<file path="src/srt_qds_pkg.sv">
package srt_qds_pkg;

	typedef enum logic [4:0] {
		Q_NEG2 = 5'b00001, // subtract nothing, add twice the divisor
		Q_NEG1 = 5'b00010,
		Q_ZERO = 5'b00100,
		Q_POS1 = 5'b01000,
		Q_POS2 = 5'b10000  // subtract twice the divisor
	} quot_digit_e;

	localparam int QDS_IDX_W = 3; // divisor bits right after the leading one

	// magnitude of the -1/-2 boundary, in sixteenths of the shifted remainder
	function automatic logic [4:0] qds_m_neg1(input logic [QDS_IDX_W-1:0] row);
		logic [4:0] m;
		case (row)
			3'd0: m = 5'd13;
			3'd1: m = 5'd15;
			3'd2: m = 5'd16;
			3'd3: m = 5'd17;
			3'd4: m = 5'd19;
			3'd5: m = 5'd20;
			3'd6: m = 5'd22;
			default: m = 5'd24;
		endcase
		return m;
	endfunction

	// half the magnitude of the 0/-1 boundary, all rows are even
	function automatic logic [2:0] qds_m_neg0(input logic [QDS_IDX_W-1:0] row);
		return (row == 3'd0) ? 3'd2 : (row < 3'd5) ? 3'd3 : 3'd4;
	endfunction

	// +1/0 boundary coded as value/2 - 2, giving 4, 6 or 8
	function automatic logic [1:0] qds_m_pos1(input logic [QDS_IDX_W-1:0] row);
		return (row < 3'd4) ? 2'd0 : (row < 3'd7) ? 2'd1 : 2'd2;
	endfunction

	function automatic logic [4:0] qds_m_pos2(input logic [QDS_IDX_W-1:0] row);
		logic [4:0] m;
		case (row)
			3'd0: m = 5'd12;
			3'd1: m = 5'd14;
			3'd2: m = 5'd15;
			3'd3: m = 5'd16;
			3'd4: m = 5'd18;
			3'd5: m = 5'd20;
			default: m = 5'd22; // rows 6 and 7 share the boundary
		endcase
		return m;
	endfunction

	// the first digit sees an exact positive remainder so plain values suffice
	function automatic logic [4:0] pre_m_pos1(input logic [QDS_IDX_W-1:0] row);
		return 5'({1'b0, qds_m_pos1(row)} + 3'd2) << 1;
	endfunction

	function automatic logic [4:0] pre_m_pos2(input logic [QDS_IDX_W-1:0] row);
		return qds_m_pos2(row);
	endfunction

endpackage

</file>
<file path="src/div_ctrl_pkg.sv">
package div_ctrl_pkg;

	typedef enum logic [2:0] {
		IDLE = 3'd0, // waiting for an operand pair
		PRE0 = 3'd1, // magnitudes and signs sit in their registers
		PRE1 = 3'd2, // normalized operands and special-case flags are ready
		ITER = 3'd3, // one radix-4 digit per cycle
		POS0 = 3'd4, // remainder is resolved and corrected
		POS1 = 3'd5  // result is offered until the consumer takes it
	} div_state_e;

	// number of radix-4 steps after the first one, two quotient bits per step
	function automatic int half_up(input int diff);
		return (diff + 1) / 2;
	endfunction

	// an odd leading-zero difference starts the remainder one bit lower
	function automatic logic is_odd(input int diff);
		return diff[0];
	endfunction

endpackage
</file>
<file path="src/srt_div.sv">
`timescale 1ns/1ns

module srt_div #(
	parameter int XLEN = 32
) (
	input  logic            clock_i,
	input  logic            rst_n_i,
	input  logic            in_valid_i,
	output logic            in_ready_o,
	input  logic            signed_i,
	input  logic [XLEN-1:0] dividend_i,
	input  logic [XLEN-1:0] divisor_i,
	output logic            out_valid_o,
	input  logic            out_ready_i,
	output logic [XLEN-1:0] quot_o,
	output logic [XLEN-1:0] rem_o,
	output logic            divisor_zero_o
);

	import div_ctrl_pkg::*;

	localparam int CNT_W = $clog2(XLEN);

	div_state_e       state;
	logic             skip_iter;
	logic             final_iter;
	logic [XLEN-1:0]  dividend_abs;
	logic [XLEN-1:0]  dividend_norm;
	logic [XLEN-1:0]  divisor_norm;
	logic             divisor_zero;
	logic             too_big;
	logic             too_small;
	logic [CNT_W-1:0] iter_cnt;
	logic             lzc_odd;
	logic [CNT_W-1:0] rem_shift;
	logic             quot_neg;
	logic             rem_neg;
	logic [XLEN+3:0]  rem_sum;
	logic [XLEN+3:0]  rem_carry;
	logic [XLEN-1:0]  quot;
	logic [XLEN-1:0]  quot_m1;

	div_ctrl u_ctrl (
		.clock_i      (clock_i),
		.rst_n_i      (rst_n_i),
		.in_valid_i   (in_valid_i),
		.out_ready_i  (out_ready_i),
		.skip_iter_i  (skip_iter),
		.final_iter_i (final_iter),
		.state_o      (state),
		.in_ready_o   (in_ready_o),
		.out_valid_o  (out_valid_o)
	);

	div_prescale #(.XLEN(XLEN)) u_prescale (
		.clock_i         (clock_i),
		.rst_n_i         (rst_n_i),
		.state_i         (state),
		.in_valid_i      (in_valid_i),
		.signed_i        (signed_i),
		.dividend_i      (dividend_i),
		.divisor_i       (divisor_i),
		.dividend_abs_o  (dividend_abs),
		.dividend_norm_o (dividend_norm),
		.divisor_norm_o  (divisor_norm),
		.divisor_zero_o  (divisor_zero),
		.too_big_o       (too_big),
		.too_small_o     (too_small),
		.skip_iter_o     (skip_iter),
		.iter_cnt_o      (iter_cnt),
		.lzc_odd_o       (lzc_odd),
		.rem_shift_o     (rem_shift),
		.quot_neg_o      (quot_neg),
		.rem_neg_o       (rem_neg)
	);

	srt_iter #(.XLEN(XLEN)) u_iter (
		.clock_i         (clock_i),
		.rst_n_i         (rst_n_i),
		.state_i         (state),
		.dividend_abs_i  (dividend_abs),
		.dividend_norm_i (dividend_norm),
		.divisor_norm_i  (divisor_norm),
		.divisor_zero_i  (divisor_zero),
		.too_big_i       (too_big),
		.too_small_i     (too_small),
		.iter_cnt_i      (iter_cnt),
		.lzc_odd_i       (lzc_odd),
		.rem_sum_o       (rem_sum),
		.rem_carry_o     (rem_carry),
		.quot_o          (quot),
		.quot_m1_o       (quot_m1),
		.final_iter_o    (final_iter)
	);

	div_postproc #(.XLEN(XLEN)) u_postproc (
		.clock_i        (clock_i),
		.rst_n_i        (rst_n_i),
		.state_i        (state),
		.rem_sum_i      (rem_sum),
		.rem_carry_i    (rem_carry),
		.quot_i         (quot),
		.quot_m1_i      (quot_m1),
		.divisor_norm_i (divisor_norm),
		.rem_shift_i    (rem_shift),
		.quot_neg_i     (quot_neg),
		.rem_neg_i      (rem_neg),
		.divisor_zero_i (divisor_zero),
		.too_big_i      (too_big),
		.quot_o         (quot_o),
		.rem_o          (rem_o),
		.divisor_zero_o (divisor_zero_o)
	);

endmodule

</file>
<file path="src/div_postproc.sv">
`timescale 1ns/1ns

module div_postproc #(
	parameter int XLEN = 32
) (
	input  logic                     clock_i,
	input  logic                     rst_n_i,
	input  div_ctrl_pkg::div_state_e state_i,
	input  logic [XLEN+3:0]          rem_sum_i,
	input  logic [XLEN+3:0]          rem_carry_i,
	input  logic [XLEN-1:0]          quot_i,
	input  logic [XLEN-1:0]          quot_m1_i,
	input  logic [XLEN-1:0]          divisor_norm_i,
	input  logic [$clog2(XLEN)-1:0]  rem_shift_i,
	input  logic                     quot_neg_i,
	input  logic                     rem_neg_i,
	input  logic                     divisor_zero_i,
	input  logic                     too_big_i,
	output logic [XLEN-1:0]          quot_o,
	output logic [XLEN-1:0]          rem_o,
	output logic                     divisor_zero_o
);

	import div_ctrl_pkg::*;
	import srt_qds_pkg::*;

	localparam int REM_W = XLEN + 4;

	logic [REM_W-1:0] rem_full;
	logic [REM_W-1:0] rem_plus_d;
	logic             need_corr;
	quot_digit_e      corr_digit;
	logic [XLEN-1:0]  quot_mag;
	logic [XLEN-1:0]  rem_mag;
	logic [XLEN-1:0]  rem_shifted;

	assign rem_full   = rem_sum_i + rem_carry_i; // the low three bits end up zero
	assign rem_plus_d = rem_full + {1'b0, divisor_norm_i, 3'b000};

	// a negative last remainder means the quotient came out one too high
	assign need_corr  = rem_full[REM_W-1] & ~divisor_zero_i & ~too_big_i;
	assign corr_digit = need_corr ? Q_NEG1 : Q_ZERO;

	assign quot_mag    = (corr_digit == Q_NEG1) ? quot_m1_i : quot_i;
	assign rem_mag     = need_corr ? rem_plus_d[XLEN+2:3] : rem_full[XLEN+2:3];
	assign rem_shifted = rem_mag >> rem_shift_i; // back to the scale of the original divisor

	always_ff @(posedge clock_i) begin
		if (state_i == POS0) begin
			quot_o <= quot_neg_i ? -quot_mag : quot_mag;
			rem_o  <= rem_neg_i ? -rem_shifted : rem_shifted;
		end
	end

	always_ff @(posedge clock_i or negedge rst_n_i) begin
		if (!rst_n_i) divisor_zero_o <= 1'b0;
		else if (state_i == POS0) divisor_zero_o <= divisor_zero_i;
	end

endmodule

</file>
<file path="src/srt_iter.sv">
`timescale 1ns/1ns

module srt_iter #(
	parameter int XLEN = 32
) (
	input  logic                     clock_i,
	input  logic                     rst_n_i,
	input  div_ctrl_pkg::div_state_e state_i,
	input  logic [XLEN-1:0]          dividend_abs_i,
	input  logic [XLEN-1:0]          dividend_norm_i,
	input  logic [XLEN-1:0]          divisor_norm_i,
	input  logic                     divisor_zero_i,
	input  logic                     too_big_i,
	input  logic                     too_small_i,
	input  logic [$clog2(XLEN)-1:0]  iter_cnt_i,
	input  logic                     lzc_odd_i,
	output logic [XLEN+3:0]          rem_sum_o,
	output logic [XLEN+3:0]          rem_carry_o,
	output logic [XLEN-1:0]          quot_o,
	output logic [XLEN-1:0]          quot_m1_o,
	output logic                     final_iter_o
);

	import div_ctrl_pkg::*;
	import srt_qds_pkg::*;

	localparam int CNT_W = $clog2(XLEN);
	localparam int REM_W = XLEN + 4; // sign at the top, divisor LSB at bit 3

	logic [QDS_IDX_W-1:0] row;
	logic [REM_W-1:0]     rem_init;
	logic [REM_W-1:0]     rem_load;
	logic [4:0]           pre_est;
	quot_digit_e          pre_digit;
	quot_digit_e          digit_q;
	quot_digit_e          digit_nxt;
	logic [4:0]           m_neg1_q;
	logic [2:0]           m_neg0_q;
	logic [1:0]           m_pos1_q;
	logic [4:0]           m_pos2_q;
	logic signed [6:0]    th_neg1;
	logic signed [6:0]    th_neg0;
	logic signed [6:0]    th_pos1;
	logic signed [6:0]    th_pos2;
	logic [REM_W-1:0]     dvs_x1;
	logic [REM_W-1:0]     dvs_x2;
	logic [REM_W-1:0]     csa_a;
	logic [REM_W-1:0]     csa_b;
	logic [REM_W-1:0]     csa_c;
	logic [REM_W-1:0]     maj;
	logic [REM_W-1:0]     sum_nxt;
	logic [REM_W-1:0]     carry_nxt;
	logic signed [6:0]    y_est;
	logic [CNT_W-1:0]     cnt_q;
	logic [XLEN-1:0]      quot_nxt;
	logic [XLEN-1:0]      quot_m1_nxt;

	assign row = divisor_norm_i[XLEN-2 -: QDS_IDX_W]; // bits right below the leading one

	// the initial remainder is the dividend over four, or over eight for an odd difference
	assign rem_init = lzc_odd_i ? {4'b0000, dividend_norm_i} : {3'b000, dividend_norm_i, 1'b0};
	assign rem_load = (too_small_i | divisor_zero_i) ? {1'b0, dividend_abs_i, 3'b000} :
		too_big_i ? '0 : rem_init;

	assign pre_est   = {1'b0, rem_init[XLEN -: 4]}; // four times the start value in sixteenths
	assign pre_digit = (pre_est >= pre_m_pos2(row)) ? Q_POS2 :
		(pre_est >= pre_m_pos1(row)) ? Q_POS1 : Q_ZERO;

	assign th_pos2 = $signed({2'b00, m_pos2_q});
	assign th_pos1 = $signed({3'b000, ({1'b0, m_pos1_q} + 3'd2), 1'b0});
	assign th_neg0 = -$signed({3'b000, m_neg0_q, 1'b0});
	assign th_neg1 = -$signed({2'b00, m_neg1_q});

	assign dvs_x1 = {1'b0, divisor_norm_i, 3'b000};
	assign dvs_x2 = {divisor_norm_i, 4'b0000}; // wraps past the sign, the sum still fits
	assign csa_a  = {rem_sum_o[REM_W-3:0], 2'b00}; // radix-4 shift of the partial remainder
	assign csa_b  = {rem_carry_o[REM_W-3:0], 2'b00};

	always_comb begin
		unique case (digit_q)
			Q_NEG2: csa_c = dvs_x2;
			Q_NEG1: csa_c = dvs_x1;
			Q_POS1: csa_c = ~dvs_x1; // the missing +1 enters at the carry LSB
			Q_POS2: csa_c = ~dvs_x2;
			default: csa_c = '0;
		endcase
	end

	assign maj       = (csa_a & csa_b) | (csa_a & csa_c) | (csa_b & csa_c);
	assign sum_nxt   = csa_a ^ csa_b ^ csa_c;
	assign carry_nxt = {maj[REM_W-2:0], (digit_q == Q_POS1) | (digit_q == Q_POS2)};

	// seven top bits of each vector estimate four times the new remainder
	assign y_est = $signed(sum_nxt[REM_W-1 -: 7] + carry_nxt[REM_W-1 -: 7]);

	always_comb begin
		if (y_est >= th_pos2) digit_nxt = Q_POS2;
		else if (y_est >= th_pos1) digit_nxt = Q_POS1;
		else if (y_est >= th_neg0) digit_nxt = Q_ZERO;
		else if (y_est >= th_neg1) digit_nxt = Q_NEG1;
		else digit_nxt = Q_NEG2;
	end

	always_comb begin
		unique case (digit_q)
			Q_POS2: begin
				quot_nxt    = {quot_o[XLEN-3:0], 2'b10};
				quot_m1_nxt = {quot_o[XLEN-3:0], 2'b01};
			end
			Q_POS1: begin
				quot_nxt    = {quot_o[XLEN-3:0], 2'b01};
				quot_m1_nxt = {quot_o[XLEN-3:0], 2'b00};
			end
			Q_NEG1: begin
				quot_nxt    = {quot_m1_o[XLEN-3:0], 2'b11}; // borrow taken from the minus-one copy
				quot_m1_nxt = {quot_m1_o[XLEN-3:0], 2'b10};
			end
			Q_NEG2: begin
				quot_nxt    = {quot_m1_o[XLEN-3:0], 2'b10};
				quot_m1_nxt = {quot_m1_o[XLEN-3:0], 2'b01};
			end
			default: begin
				quot_nxt    = {quot_o[XLEN-3:0], 2'b00};
				quot_m1_nxt = {quot_m1_o[XLEN-3:0], 2'b11};
			end
		endcase
	end

	always_ff @(posedge clock_i) begin
		if (state_i == PRE1) begin
			rem_sum_o   <= rem_load;
			rem_carry_o <= '0;
			quot_o      <= divisor_zero_i ? '1 : too_big_i ? dividend_abs_i : '0;
			quot_m1_o   <= '1; // minus one of an empty quotient
			m_neg1_q    <= qds_m_neg1(row);
			m_neg0_q    <= qds_m_neg0(row);
			m_pos1_q    <= qds_m_pos1(row);
			m_pos2_q    <= qds_m_pos2(row);
		end else if (state_i == ITER) begin
			rem_sum_o   <= sum_nxt;
			rem_carry_o <= carry_nxt;
			quot_o      <= quot_nxt;
			quot_m1_o   <= quot_m1_nxt;
		end
	end

	always_ff @(posedge clock_i or negedge rst_n_i) begin
		if (!rst_n_i) begin
			digit_q <= Q_ZERO;
			cnt_q   <= '0;
		end else if (state_i == PRE1) begin
			digit_q <= pre_digit;
			cnt_q   <= iter_cnt_i;
		end else if (state_i == ITER) begin
			digit_q <= digit_nxt;
			cnt_q   <= cnt_q - 1'b1;
		end
	end

	assign final_iter_o = (cnt_q == '0); // the step with count zero is the last one

endmodule

</file>
<file path="src/div_prescale.sv">
`timescale 1ns/1ns

module div_prescale #(
	parameter int XLEN = 32
) (
	input  logic                     clock_i,
	input  logic                     rst_n_i,
	input  div_ctrl_pkg::div_state_e state_i,
	input  logic                     in_valid_i,
	input  logic                     signed_i,
	input  logic [XLEN-1:0]          dividend_i,
	input  logic [XLEN-1:0]          divisor_i,
	output logic [XLEN-1:0]          dividend_abs_o,
	output logic [XLEN-1:0]          dividend_norm_o,
	output logic [XLEN-1:0]          divisor_norm_o,
	output logic                     divisor_zero_o,
	output logic                     too_big_o,
	output logic                     too_small_o,
	output logic                     skip_iter_o,
	output logic [$clog2(XLEN)-1:0]  iter_cnt_o,
	output logic                     lzc_odd_o,
	output logic [$clog2(XLEN)-1:0]  rem_shift_o,
	output logic                     quot_neg_o,
	output logic                     rem_neg_o
);

	import div_ctrl_pkg::*;

	localparam int CNT_W = $clog2(XLEN);

	logic             accept;
	logic             dividend_neg;
	logic             divisor_neg;
	logic [XLEN-1:0]  dividend_abs_q;
	logic [XLEN-1:0]  divisor_abs_q;
	logic [CNT_W-1:0] dvd_lzc;
	logic [CNT_W-1:0] dvs_lzc;
	logic             dvd_empty;
	logic             dvs_empty;
	logic             too_small_nxt;
	int               lzc_diff;

	assign accept       = (state_i == IDLE) & in_valid_i; // in_ready_o is the IDLE state itself
	assign dividend_neg = signed_i & dividend_i[XLEN-1];
	assign divisor_neg  = signed_i & divisor_i[XLEN-1];

	lzc #(.XLEN(XLEN)) u_lzc_dividend (
		.in_i    (dividend_abs_q),
		.cnt_o   (dvd_lzc),
		.empty_o (dvd_empty)
	);

	lzc #(.XLEN(XLEN)) u_lzc_divisor (
		.in_i    (divisor_abs_q),
		.cnt_o   (dvs_lzc),
		.empty_o (dvs_empty)
	);

	assign lzc_diff      = int'(dvs_lzc) - int'(dvd_lzc); // never negative on the iterating path
	assign too_small_nxt = dvd_empty | (dividend_abs_q < divisor_abs_q);

	always_ff @(posedge clock_i) begin
		if (accept) begin
			// the most negative value maps onto itself as unsigned
			dividend_abs_q <= dividend_neg ? -dividend_i : dividend_i;
			divisor_abs_q  <= divisor_neg ? -divisor_i : divisor_i;
		end
		if (state_i == PRE0) begin
			dividend_norm_o <= dividend_abs_q << dvd_lzc;
			divisor_norm_o  <= divisor_abs_q << dvs_lzc; // leading one lands in the top bit
			iter_cnt_o      <= too_small_nxt ? '0 : CNT_W'(half_up(lzc_diff));
			lzc_odd_o       <= is_odd(lzc_diff);
			rem_shift_o     <= (too_small_nxt | dvs_empty) ? '0 : dvs_lzc; // undo the divisor scaling
		end
	end

	always_ff @(posedge clock_i or negedge rst_n_i) begin
		if (!rst_n_i) begin
			quot_neg_o     <= 1'b0;
			rem_neg_o      <= 1'b0;
			divisor_zero_o <= 1'b0;
			too_big_o      <= 1'b0;
			too_small_o    <= 1'b0;
		end else if (accept) begin
			quot_neg_o <= dividend_neg ^ divisor_neg;
			rem_neg_o  <= dividend_neg; // remainder follows the dividend sign
		end else if (state_i == PRE0) begin
			quot_neg_o     <= quot_neg_o & ~dvs_empty; // all-ones quotient is never negated
			divisor_zero_o <= dvs_empty;
			too_big_o      <= (divisor_abs_q == XLEN'(1)) & dividend_abs_q[XLEN-1];
			too_small_o    <= too_small_nxt;
		end
	end

	assign dividend_abs_o = dividend_abs_q;
	assign skip_iter_o    = too_small_o | too_big_o | divisor_zero_o;

endmodule

</file>
<file path="src/div_ctrl.sv">
`timescale 1ns/1ns

module div_ctrl (
	input  logic                     clock_i,
	input  logic                     rst_n_i,
	input  logic                     in_valid_i,
	input  logic                     out_ready_i,
	input  logic                     skip_iter_i,
	input  logic                     final_iter_i,
	output div_ctrl_pkg::div_state_e state_o,
	output logic                     in_ready_o,
	output logic                     out_valid_o
);

	import div_ctrl_pkg::*;

	div_state_e state_q;
	div_state_e state_nxt;

	always_comb begin
		state_nxt = state_q;
		unique case (state_q)
			IDLE: if (in_valid_i) state_nxt = PRE0; // in_ready_o is high in IDLE
			PRE0: state_nxt = PRE1;
			PRE1: state_nxt = skip_iter_i ? POS0 : ITER; // special cases need no digits
			ITER: if (final_iter_i) state_nxt = POS0;
			POS0: state_nxt = POS1;
			POS1: if (out_ready_i) state_nxt = IDLE; // hold the result under back-pressure
			default: state_nxt = IDLE;
		endcase
	end

	always_ff @(posedge clock_i or negedge rst_n_i) begin
		if (!rst_n_i) state_q <= IDLE;
		else state_q <= state_nxt;
	end

	assign state_o     = state_q;
	assign in_ready_o  = (state_q == IDLE);
	assign out_valid_o = (state_q == POS1);

endmodule

</file>
<file path="src/lzc.sv">
`timescale 1ns/1ns

module lzc #(
	parameter int XLEN = 32
) (
	input  logic [XLEN-1:0]         in_i,
	output logic [$clog2(XLEN)-1:0] cnt_o,
	output logic                    empty_o
);

	localparam int CNT_W = $clog2(XLEN);

	logic [CNT_W-1:0] cnt;

	always_comb begin
		cnt = '0; // an all-zero input reports zero and raises empty_o
		for (int i = 0; i < XLEN; i++) begin
			if (in_i[i]) begin
				cnt = CNT_W'(XLEN - 1 - i); // the highest set bit is visited last and wins
			end
		end
	end

	assign cnt_o   = cnt;
	assign empty_o = ~|in_i;

endmodule

</file>
<file path="config.mk">
export PLATFORM = sky130hd
export DESIGN_NAME = srt_div
export DESIGN_NICKNAME = d
export VERILOG_FILES = /design/src/srt_qds_pkg.sv /design/src/div_ctrl_pkg.sv /design/src/srt_div.sv /design/src/div_postproc.sv /design/src/srt_iter.sv /design/src/div_prescale.sv /design/src/div_ctrl.sv /design/src/lzc.sv
export SDC_FILE = /design/constraint.sdc
export NUM_CORES = 1
export LEC_CHECK = 0
export BUFFER_PORTS_ARGS = -buffer_cell sky130_fd_sc_hd__buf_2
export CAP_MARGIN = 25
export CORE_UTILIZATION = 56
export DETAILED_ROUTE_END_ITERATION = 16
export GPL_TIMING_DRIVEN = 0
export PLACE_DENSITY = 0.71
export SYNTH_ARGS = -nofsm -noshare
export SYNTH_HDL_FRONTEND = slang
export SYNTH_SLANG_ARGS = --single-unit
</file>
<file path="constraint.sdc">
create_clock -name clock_i -period 7.61 [get_ports clock_i]
set_clock_uncertainty 0.05 [all_clocks]
set_input_delay 0 -clock clock_i [delete_from_list [all_inputs] [get_ports clock_i]]
set_output_delay 0 -clock clock_i [all_outputs]
set_load 0.05 [all_outputs]
</file>
==> run metrics, run 1 <==
Yosys warning count=0; Final min period=7.47 ns; Worst Hold Class=in2reg; reg-to-reg setup timing slack=between 0.1 and 0.15 ns; vias post-DR=a little over 30000; Most used DFF post-synth=edfxtp_1; FF+latch count, synth=371; WL final=approximately 110 mm; Final GP Congestion=slightly above 1; Crit path depth=24; Synth Area in XOR/XNOR=0.0468; Post-synth EDFFs=approximately 290; number of remaining DRC errors=0; Cell variety after synth=between 90 and 100; Slew @ Worst Pin=roughly 1.1 ns; Final Setup Violations=0; max_cap viols=0; Die Area=57000 um^2; largest net degree at the start of global routing=78; Num CTS Buffers=between 40 and 50; final non-filler cell total=roughly 4700; vias in the first global route=28700; Tcrit/Tclk final=0.982; fraction of layout cells with a size suffix above 1=0.103; initial antenna violation count=0; routed length per instance=23.8 um; Area Overhead vs Synth=15.4%; Port Buf Inserts=about 130; FFs w/ async S/R, synth=0.0512; nets=between 4000 and 5000; CTS Sinks=around 370; Initial Utilization=0.568; Critical Path End=u_postproc.rem_o[25]$_DFFE_PP_; Die Y=around 240 um; Post-Place Cells=about 4500; antenna-violating nets left=0; num rows=86; HPWL Detailed=approximately 86 mm; Simple-Gate Fraction of Synth Area=0.179; syn nets=3912; Crit Path Class=reg2reg; Min-Delay Startpoint=divisor_i[0]; Slew Viols, Final=0; complex-gate fraction of the synthesized area=0.225; CTS root buffer=clkbuf_16; CP required=about 8 ns; core footprint=55300 um^2; synthesized cell area=31400 um^2; FMAX=approximately 130 MHz; R2R cell count=24; Max stage delay cell, worst path=mux4_2; Hold Fails Final Rpt=0; Slew headroom=0.235; initial DRC count=between 3000 and 4000; Worst Setup SP=u_iter.rem_sum_o[3]$_DFFE_PP_; first-pass GRT wire length=around 170 mm; Max clock buf depth=3; Avg Inst Size Synth=8.58 um^2; crit start category=register; DRT Pass-1 Iters=8; sequential area share after synthesis=0.331; reg2reg start=u_iter.rem_sum_o[3]$_DFFE_PP_; Hold Path Stages=2; adder-cell share of the synthesized area=0.0806; r2r endpoint=u_postproc.rem_o[25]$_DFFE_PP_; outcome=completed; GRT Overall Usage=0.388; Clk Latency, worst-skew pair=0.58 ns; clk slew on worst S/H paths=~0.06 ns; gr ovfl total=0; largest fanout on the critical path=7; IO Count=136; filler cell count=between 4000 and 5000; CP Buf/Inv Count=4; family with the most delay on the worst path=compound AO/OA/AOI/OAI gates; H-Tree Level Count=2; crit-path max cell delay=between 0.5 and 0.6 ns; TritonCTS clock tree=yes; setup tns final=0 ns; mux share of post-synthesis cell area=0.0858; RSZ-0062 raised after global routing=true; CP endpoint kind=register; crit path DAT=7.72 ns; die width=roughly 240 um; critical path cell sequence=ha_4 > nand4_1 > buf_4 > a211oi_4 > buf_4 > xor2_1 > ha_1 > a21o_1 > a21oi_1 > a211oi_2 > o41a_1 > a21oi_1 > xnor2_1 > mux4_2 > o211ai_1 > o22ai_1 > a221oi_1 > o2111ai_1 > or3_1 > buf_2 > or2_1 > buf_2 > o311ai_1 > o211ai_1; largest family of logic cells by synthesized area=compound AO/OA/AOI/OAI gates; DR vias/cell=between 6 and 7; Mapped Cells=3661
==> stage by stage <==
| step | util | cell area (um^2) | hold slack [ns] | setup slack [ns] |
|---|---|---|---|---|
| 2_1_floorplan | - | 31400 | -0.346 | 0.918 |
| 3_3_place_gp | 0.597 | 33000 | -0.00485 | -0.945 |
| 3_5_place_dp | 0.599 | 33100 | -0.000888 | -0.898 |
| 4_1_cts | 0.648 | 35900 | 0.0917 | -0.0135 |
| 5_1_grt | 0.655 | 36200 | 0.145 | -0.0558 |
| 6_report | 0.655 | 36200 | 0.134 | 0.138 |
==> per-layer routing <==
metal	vias up	GRT usage	part of all wire
li1	14200	-	-
met1	14800	0.511	0.39
met2	1804	0.608	0.44
met3	387	0.0669	0.10
met4	0	0.213	0.062
met5	-	0	0
==> synth_stat cells (all sizes together) (25+ instances only) <==
| library cell | count | area share |
|---|---|---|
| a21oi | 236 | 0.038 |
| ha | 148 | 0.059 |
| mux2 | 33 | 0.012 |
| clkbuf | 181 | 0.022 |
| nor2b | 35 | 0.0070 |
| fa | 34 | 0.022 |
| a211oi | 83 | 0.020 |
| nor3 | 98 | 0.016 |
| nand2 | 394 | 0.047 |
| xor2 | 87 | 0.024 |
| nand4 | 25 | 0.0050 |
| inv | 191 | 0.023 |
| nor4 | 35 | 0.0070 |
| a31oi | 90 | 0.018 |
| a21o | 59 | 0.014 |
| edfxtp | 286 | 0.27 |
| o211ai | 35 | 0.0084 |
| o21ai | 193 | 0.031 |
| mux2i | 208 | 0.066 |
| nor2 | 357 | 0.043 |
| nand3 | 80 | 0.013 |
| buf | 41 | 0.0067 |
| o221ai | 45 | 0.013 |
| o22ai | 58 | 0.012 |
| o21a | 32 | 0.0076 |
| a22o | 32 | 0.0089 |
| dfxtp | 66 | 0.042 |
| nand3b | 33 | 0.0079 |
| xnor2 | 81 | 0.023 |
| and2 | 30 | 0.0060 |
==> sequential cells by signal, indices dropped and copies added (netlist names), 2 cells and up <==
name and flops:
u_iter.rem_sum_o 36, u_iter.m_neg0_q 3, u_prescale.iter_cnt_o 5, u_iter.m_pos2_q 5
u_postproc.quot_o 32, u_prescale.divisor_abs_q 32, u_iter.quot_o 32, u_prescale.rem_shift_o 5
u_postproc.rem_o 32, u_iter.digit_q 5, u_iter.quot_m1_o 32, u_iter.cnt_q 5
u_prescale.dividend_norm_o 32, u_prescale.dividend_abs_o 32, u_ctrl.state_o 3, u_iter.m_neg1_q 5
u_iter.m_pos1_q 2, u_prescale.divisor_norm_o 32, u_iter.rem_carry_o 34
==> worst min path at each step <==
stage,end,slack (ns)
2_1_floorplan,u_ctrl.state_o[0]$_DFFE_PN0P_,-0.35
3_3_place_gp,u_prescale.too_small_o$_DFFE_PN0P_,-0.005
3_5_place_dp,u_prescale.too_small_o$_DFFE_PN0P_,-0.0009
4_1_cts,u_prescale.dividend_abs_o[0]$_DFFE_PP_,0.09
5_1_grt,u_prescale.dividend_abs_o[0]$_DFFE_PP_,0.14
6_report,u_prescale.divisor_abs_q[0]$_DFFE_PP_,0.13
==> what timing repair did <==
action                     CTS  global route
hold buffers               117             0
setup endpoints to repair   26            24
hold endpoints to repair    87             0
gates resized for setup     43            82
setup buffers                5             8
pin swaps                    4            14
==> layout by cell type (no fill, tap or decap), types with 91 or more instances in the layout <==
master         instances
nand2_1              392
nor2_1               350
edfxtp_1             286
a21oi_1              222
mux2i_1              206
inv_1                187
clkbuf_1             178
o21ai_0              175
buf_2                150
ha_1                 137
dlygate4sd3_1        116
nor3_1                91
==> final cells by class <==
type                            count  area (um^2)  share of cell area
Clock buffer                       55         1150              0.0318
Tap cell                          748          936              0.0258
Sequential cell                   371        10400               0.287
Multi-Input combinational cell   2873        20000               0.551
Inverter                          195          734              0.0203
Timing Repair Buffer              269         2040              0.0562
Buffer                            214          876              0.0242
Clock inverter                     22          158             0.00435
Antenna cell                        1         2.50           0.0000691
==> cells by family after synthesis <==
logic type / count (synthesis)
and+or+nand+nor: 1211
AOI/OAI and AO/OA: 1061
DFF: 371
buffers and inverters: 417
xor gates and xnor gates: 168
adders and majority gates: 182
muxes: 251
Power of run 1 is not shown: default switching activity piles up to over one toggle a cycle in this logic, so the estimate is an artifact.
==> run 2: changes to the inputs <==
--- a/config.mk
+++ b/config.mk
@@ -7,10 +7,12 @@
 export LEC_CHECK = 0
 export BUFFER_PORTS_ARGS = -buffer_cell sky130_fd_sc_hd__buf_2
 export CAP_MARGIN = 25
-export CORE_UTILIZATION = 56
+export CELL_PAD_IN_SITES_DETAIL_PLACEMENT = 1
+export CELL_PAD_IN_SITES_GLOBAL_PLACEMENT = 1
+export CORE_UTILIZATION = 49
 export DETAILED_ROUTE_END_ITERATION = 16
 export GPL_TIMING_DRIVEN = 0
-export PLACE_DENSITY = 0.71
+export PLACE_DENSITY = 0.8
 export SYNTH_ARGS = -nofsm -noshare
 export SYNTH_HDL_FRONTEND = slang
 export SYNTH_SLANG_ARGS = --single-unit
==> run 2 against run 1 <==
Compared with the run above:
- design area increased by 1.5%
- final cell count increased by 2.4%
- die area up 14%
- global-route usage up 4.0 points
- core utilization is 7.3 points lower
- critical endpoint is now u_postproc.rem_o[26]$_DFFE_PP_
- maximum frequency shrank 1.6%
==> run metrics, run 2 (synthesized netlist as in run 1, its figures left out) <==
Hold Fails Final Rpt=0; CTS Sinks=about 370; Worst Setup SP=u_iter.rem_sum_o[8]$_DFFE_PP_; crit-path max cell delay=0.58 ns; r2r endpoint=u_postproc.rem_o[26]$_DFFE_PP_; Crit path depth=26; Clk Latency, worst-skew pair=0.58 ns; Final GP Congestion=1.04; DRT Pass-1 Iters=6; Most Crowded Layer GR=met2; Die Y=approximately 260 um; largest net degree at the start of global routing=53; Final min period=~7.6 ns; H-Tree Level Count=2; CP endpoint kind=register; nets=4231; Num CTS Buffers=43; Max stage delay cell, worst path=or4_1; Crit Path Class=reg2reg; M1 GR Usage=0.493; first-pass GRT wire length=~210 mm; die width=approximately 260 um; vias in the first global route=33900; TritonCTS clock tree=yes; Area Overhead vs Synth=17.1%; initial DRC count=between 3000 and 4000; antenna-violating nets left=0; Initial Utilization=0.497; most frequent cells in the layout=nand2_1 (392), nor2_1 (349), edfxtp_1 (286); routed length per instance=29.2 um; reg2reg start=u_iter.rem_sum_o[8]$_DFFE_PP_; Die Area=between 60000 and 70000 um^2; number of remaining DRC errors=0; Critical Path End=u_postproc.rem_o[26]$_DFFE_PP_; crit path DAT=a little under 8 ns; Slew @ Worst Pin=approximately 1.2 ns; Worst Hold Class=in2reg; max_cap viols=0; core footprint=63200 um^2; CP Buf/Inv Count=4; R2R cell count=26; gr ovfl total=0; clk slew on worst S/H paths=around 0.060 ns; Final Setup Violations=0; met3 GRT Util=0.0836; CTS root buffer=clkbuf_16; family with the most delay on the worst path=compound AO/OA/AOI/OAI gates; HPWL Detailed=103 mm; Top Registers=u_iter.rem_sum_o: 36 flops, u_iter.rem_carry_o: 34 flops; Fin Hold WS=0.149 ns; Tcrit/Tclk final=0.998; Port Buf Inserts=134; crit start category=register; WL final=approximately 140 mm; commonest non-fill, non-tap cell in the layout=nand2_1; Largest Register=u_iter.rem_sum_o; num rows=92; CP required=roughly 8 ns; Max clock buf depth=3; largest fanout on the critical path=10; IO Count=136; Slew headroom=0.197; fraction of layout cells with a size suffix above 1=0.116; DR vias/cell=between 6 and 7; vias post-DR=between 30000 and 40000; outcome=completed; M2 GR Usage=0.716; GRT Overall Usage=0.428; reg-to-reg setup timing slack=between 0.015 and 0.02 ns; initial antenna violation count=2; FMAX=between 100 and 150 MHz; Slew Viols, Final=0; max reg flops=36
==> run 2: metrics by stage <==
step	TNS (ns)	util	cells	setup slack, ns	cell area [um^2]
floorplan	0	-	3661	0.918	31400
global placement	-33.21	0.524	4641	-1.54	33100
detailed placement	-26.90	0.527	4651	-1.26	33300
CTS	0	0.574	4847	0.000496	36300
global route	-0.170	0.582	4860	-0.110	36800
finish	0	0.582	4860	0.0162	36800
==> run 2: how the worst min path moves through the flow <==
stage	startpoint	to	slack, ns	cells past startpoint
after detailed placement	rst_n_i	u_prescale.too_small_o$_DFFE_PN0P_	-0.04	1
after CTS	divisor_i[0]	u_prescale.divisor_abs_q[0]$_DFFE_PP_	0.12	2
after floorplan	rst_n_i	u_ctrl.state_o[0]$_DFFE_PN0P_	-0.35	0
after global placement	rst_n_i	u_prescale.too_small_o$_DFFE_PN0P_	-0.03	1
final	dividend_i[0]	u_prescale.dividend_abs_o[0]$_DFFE_PP_	0.15	2
after global routing	dividend_i[0]	u_prescale.dividend_abs_o[0]$_DFFE_PP_	0.14	2
==> run 2: final cells by class <==
class,count,area [um^2]
plain buffers,207,853
well taps,846,1060
inverters,195,732
clock inverters,20,279
clock buffers,58,1160
fillers,7373,26400
diodes,1,2.50
multi-input cells,2873,20200
flip-flops and latches,371,10400
repair buffers,289,2150
==> run 2: timing repair <==
item                       4_1_cts  5_1_grt
resized for setup               83       85
hold endpoints to repair        87        0
buffers inserted                16       20
setup endpoints to repair       34       25
hold buffers                   109        0
pin swaps                       14       29
==> run 2: metal layers <==
layer	share of wire	wire, um	up-vias
met3	0.081	11500	650
met5	0.000085	12	-
met1	0.37	52000	16200
met2	0.47	67100	1931
li1	-	-	14200
met4	0.080	11400	2
==> run 2: worst reg2reg max path: cells and delay by family, from the launching register on <==
| kind | cells | cell delay (ns) |
|---|---|---|
| AOI/OAI and AO/OA | 10 | 2.82 |
| and+or+nand+nor | 9 | 2.38 |
| adders and majority gates | 2 | 0.76 |
| buffers and inverters | 4 | 0.73 |
| DFF | 1 | 0.42 |
| muxes | 1 | 0.29 |
Power of run 2 is left out for the same reason.
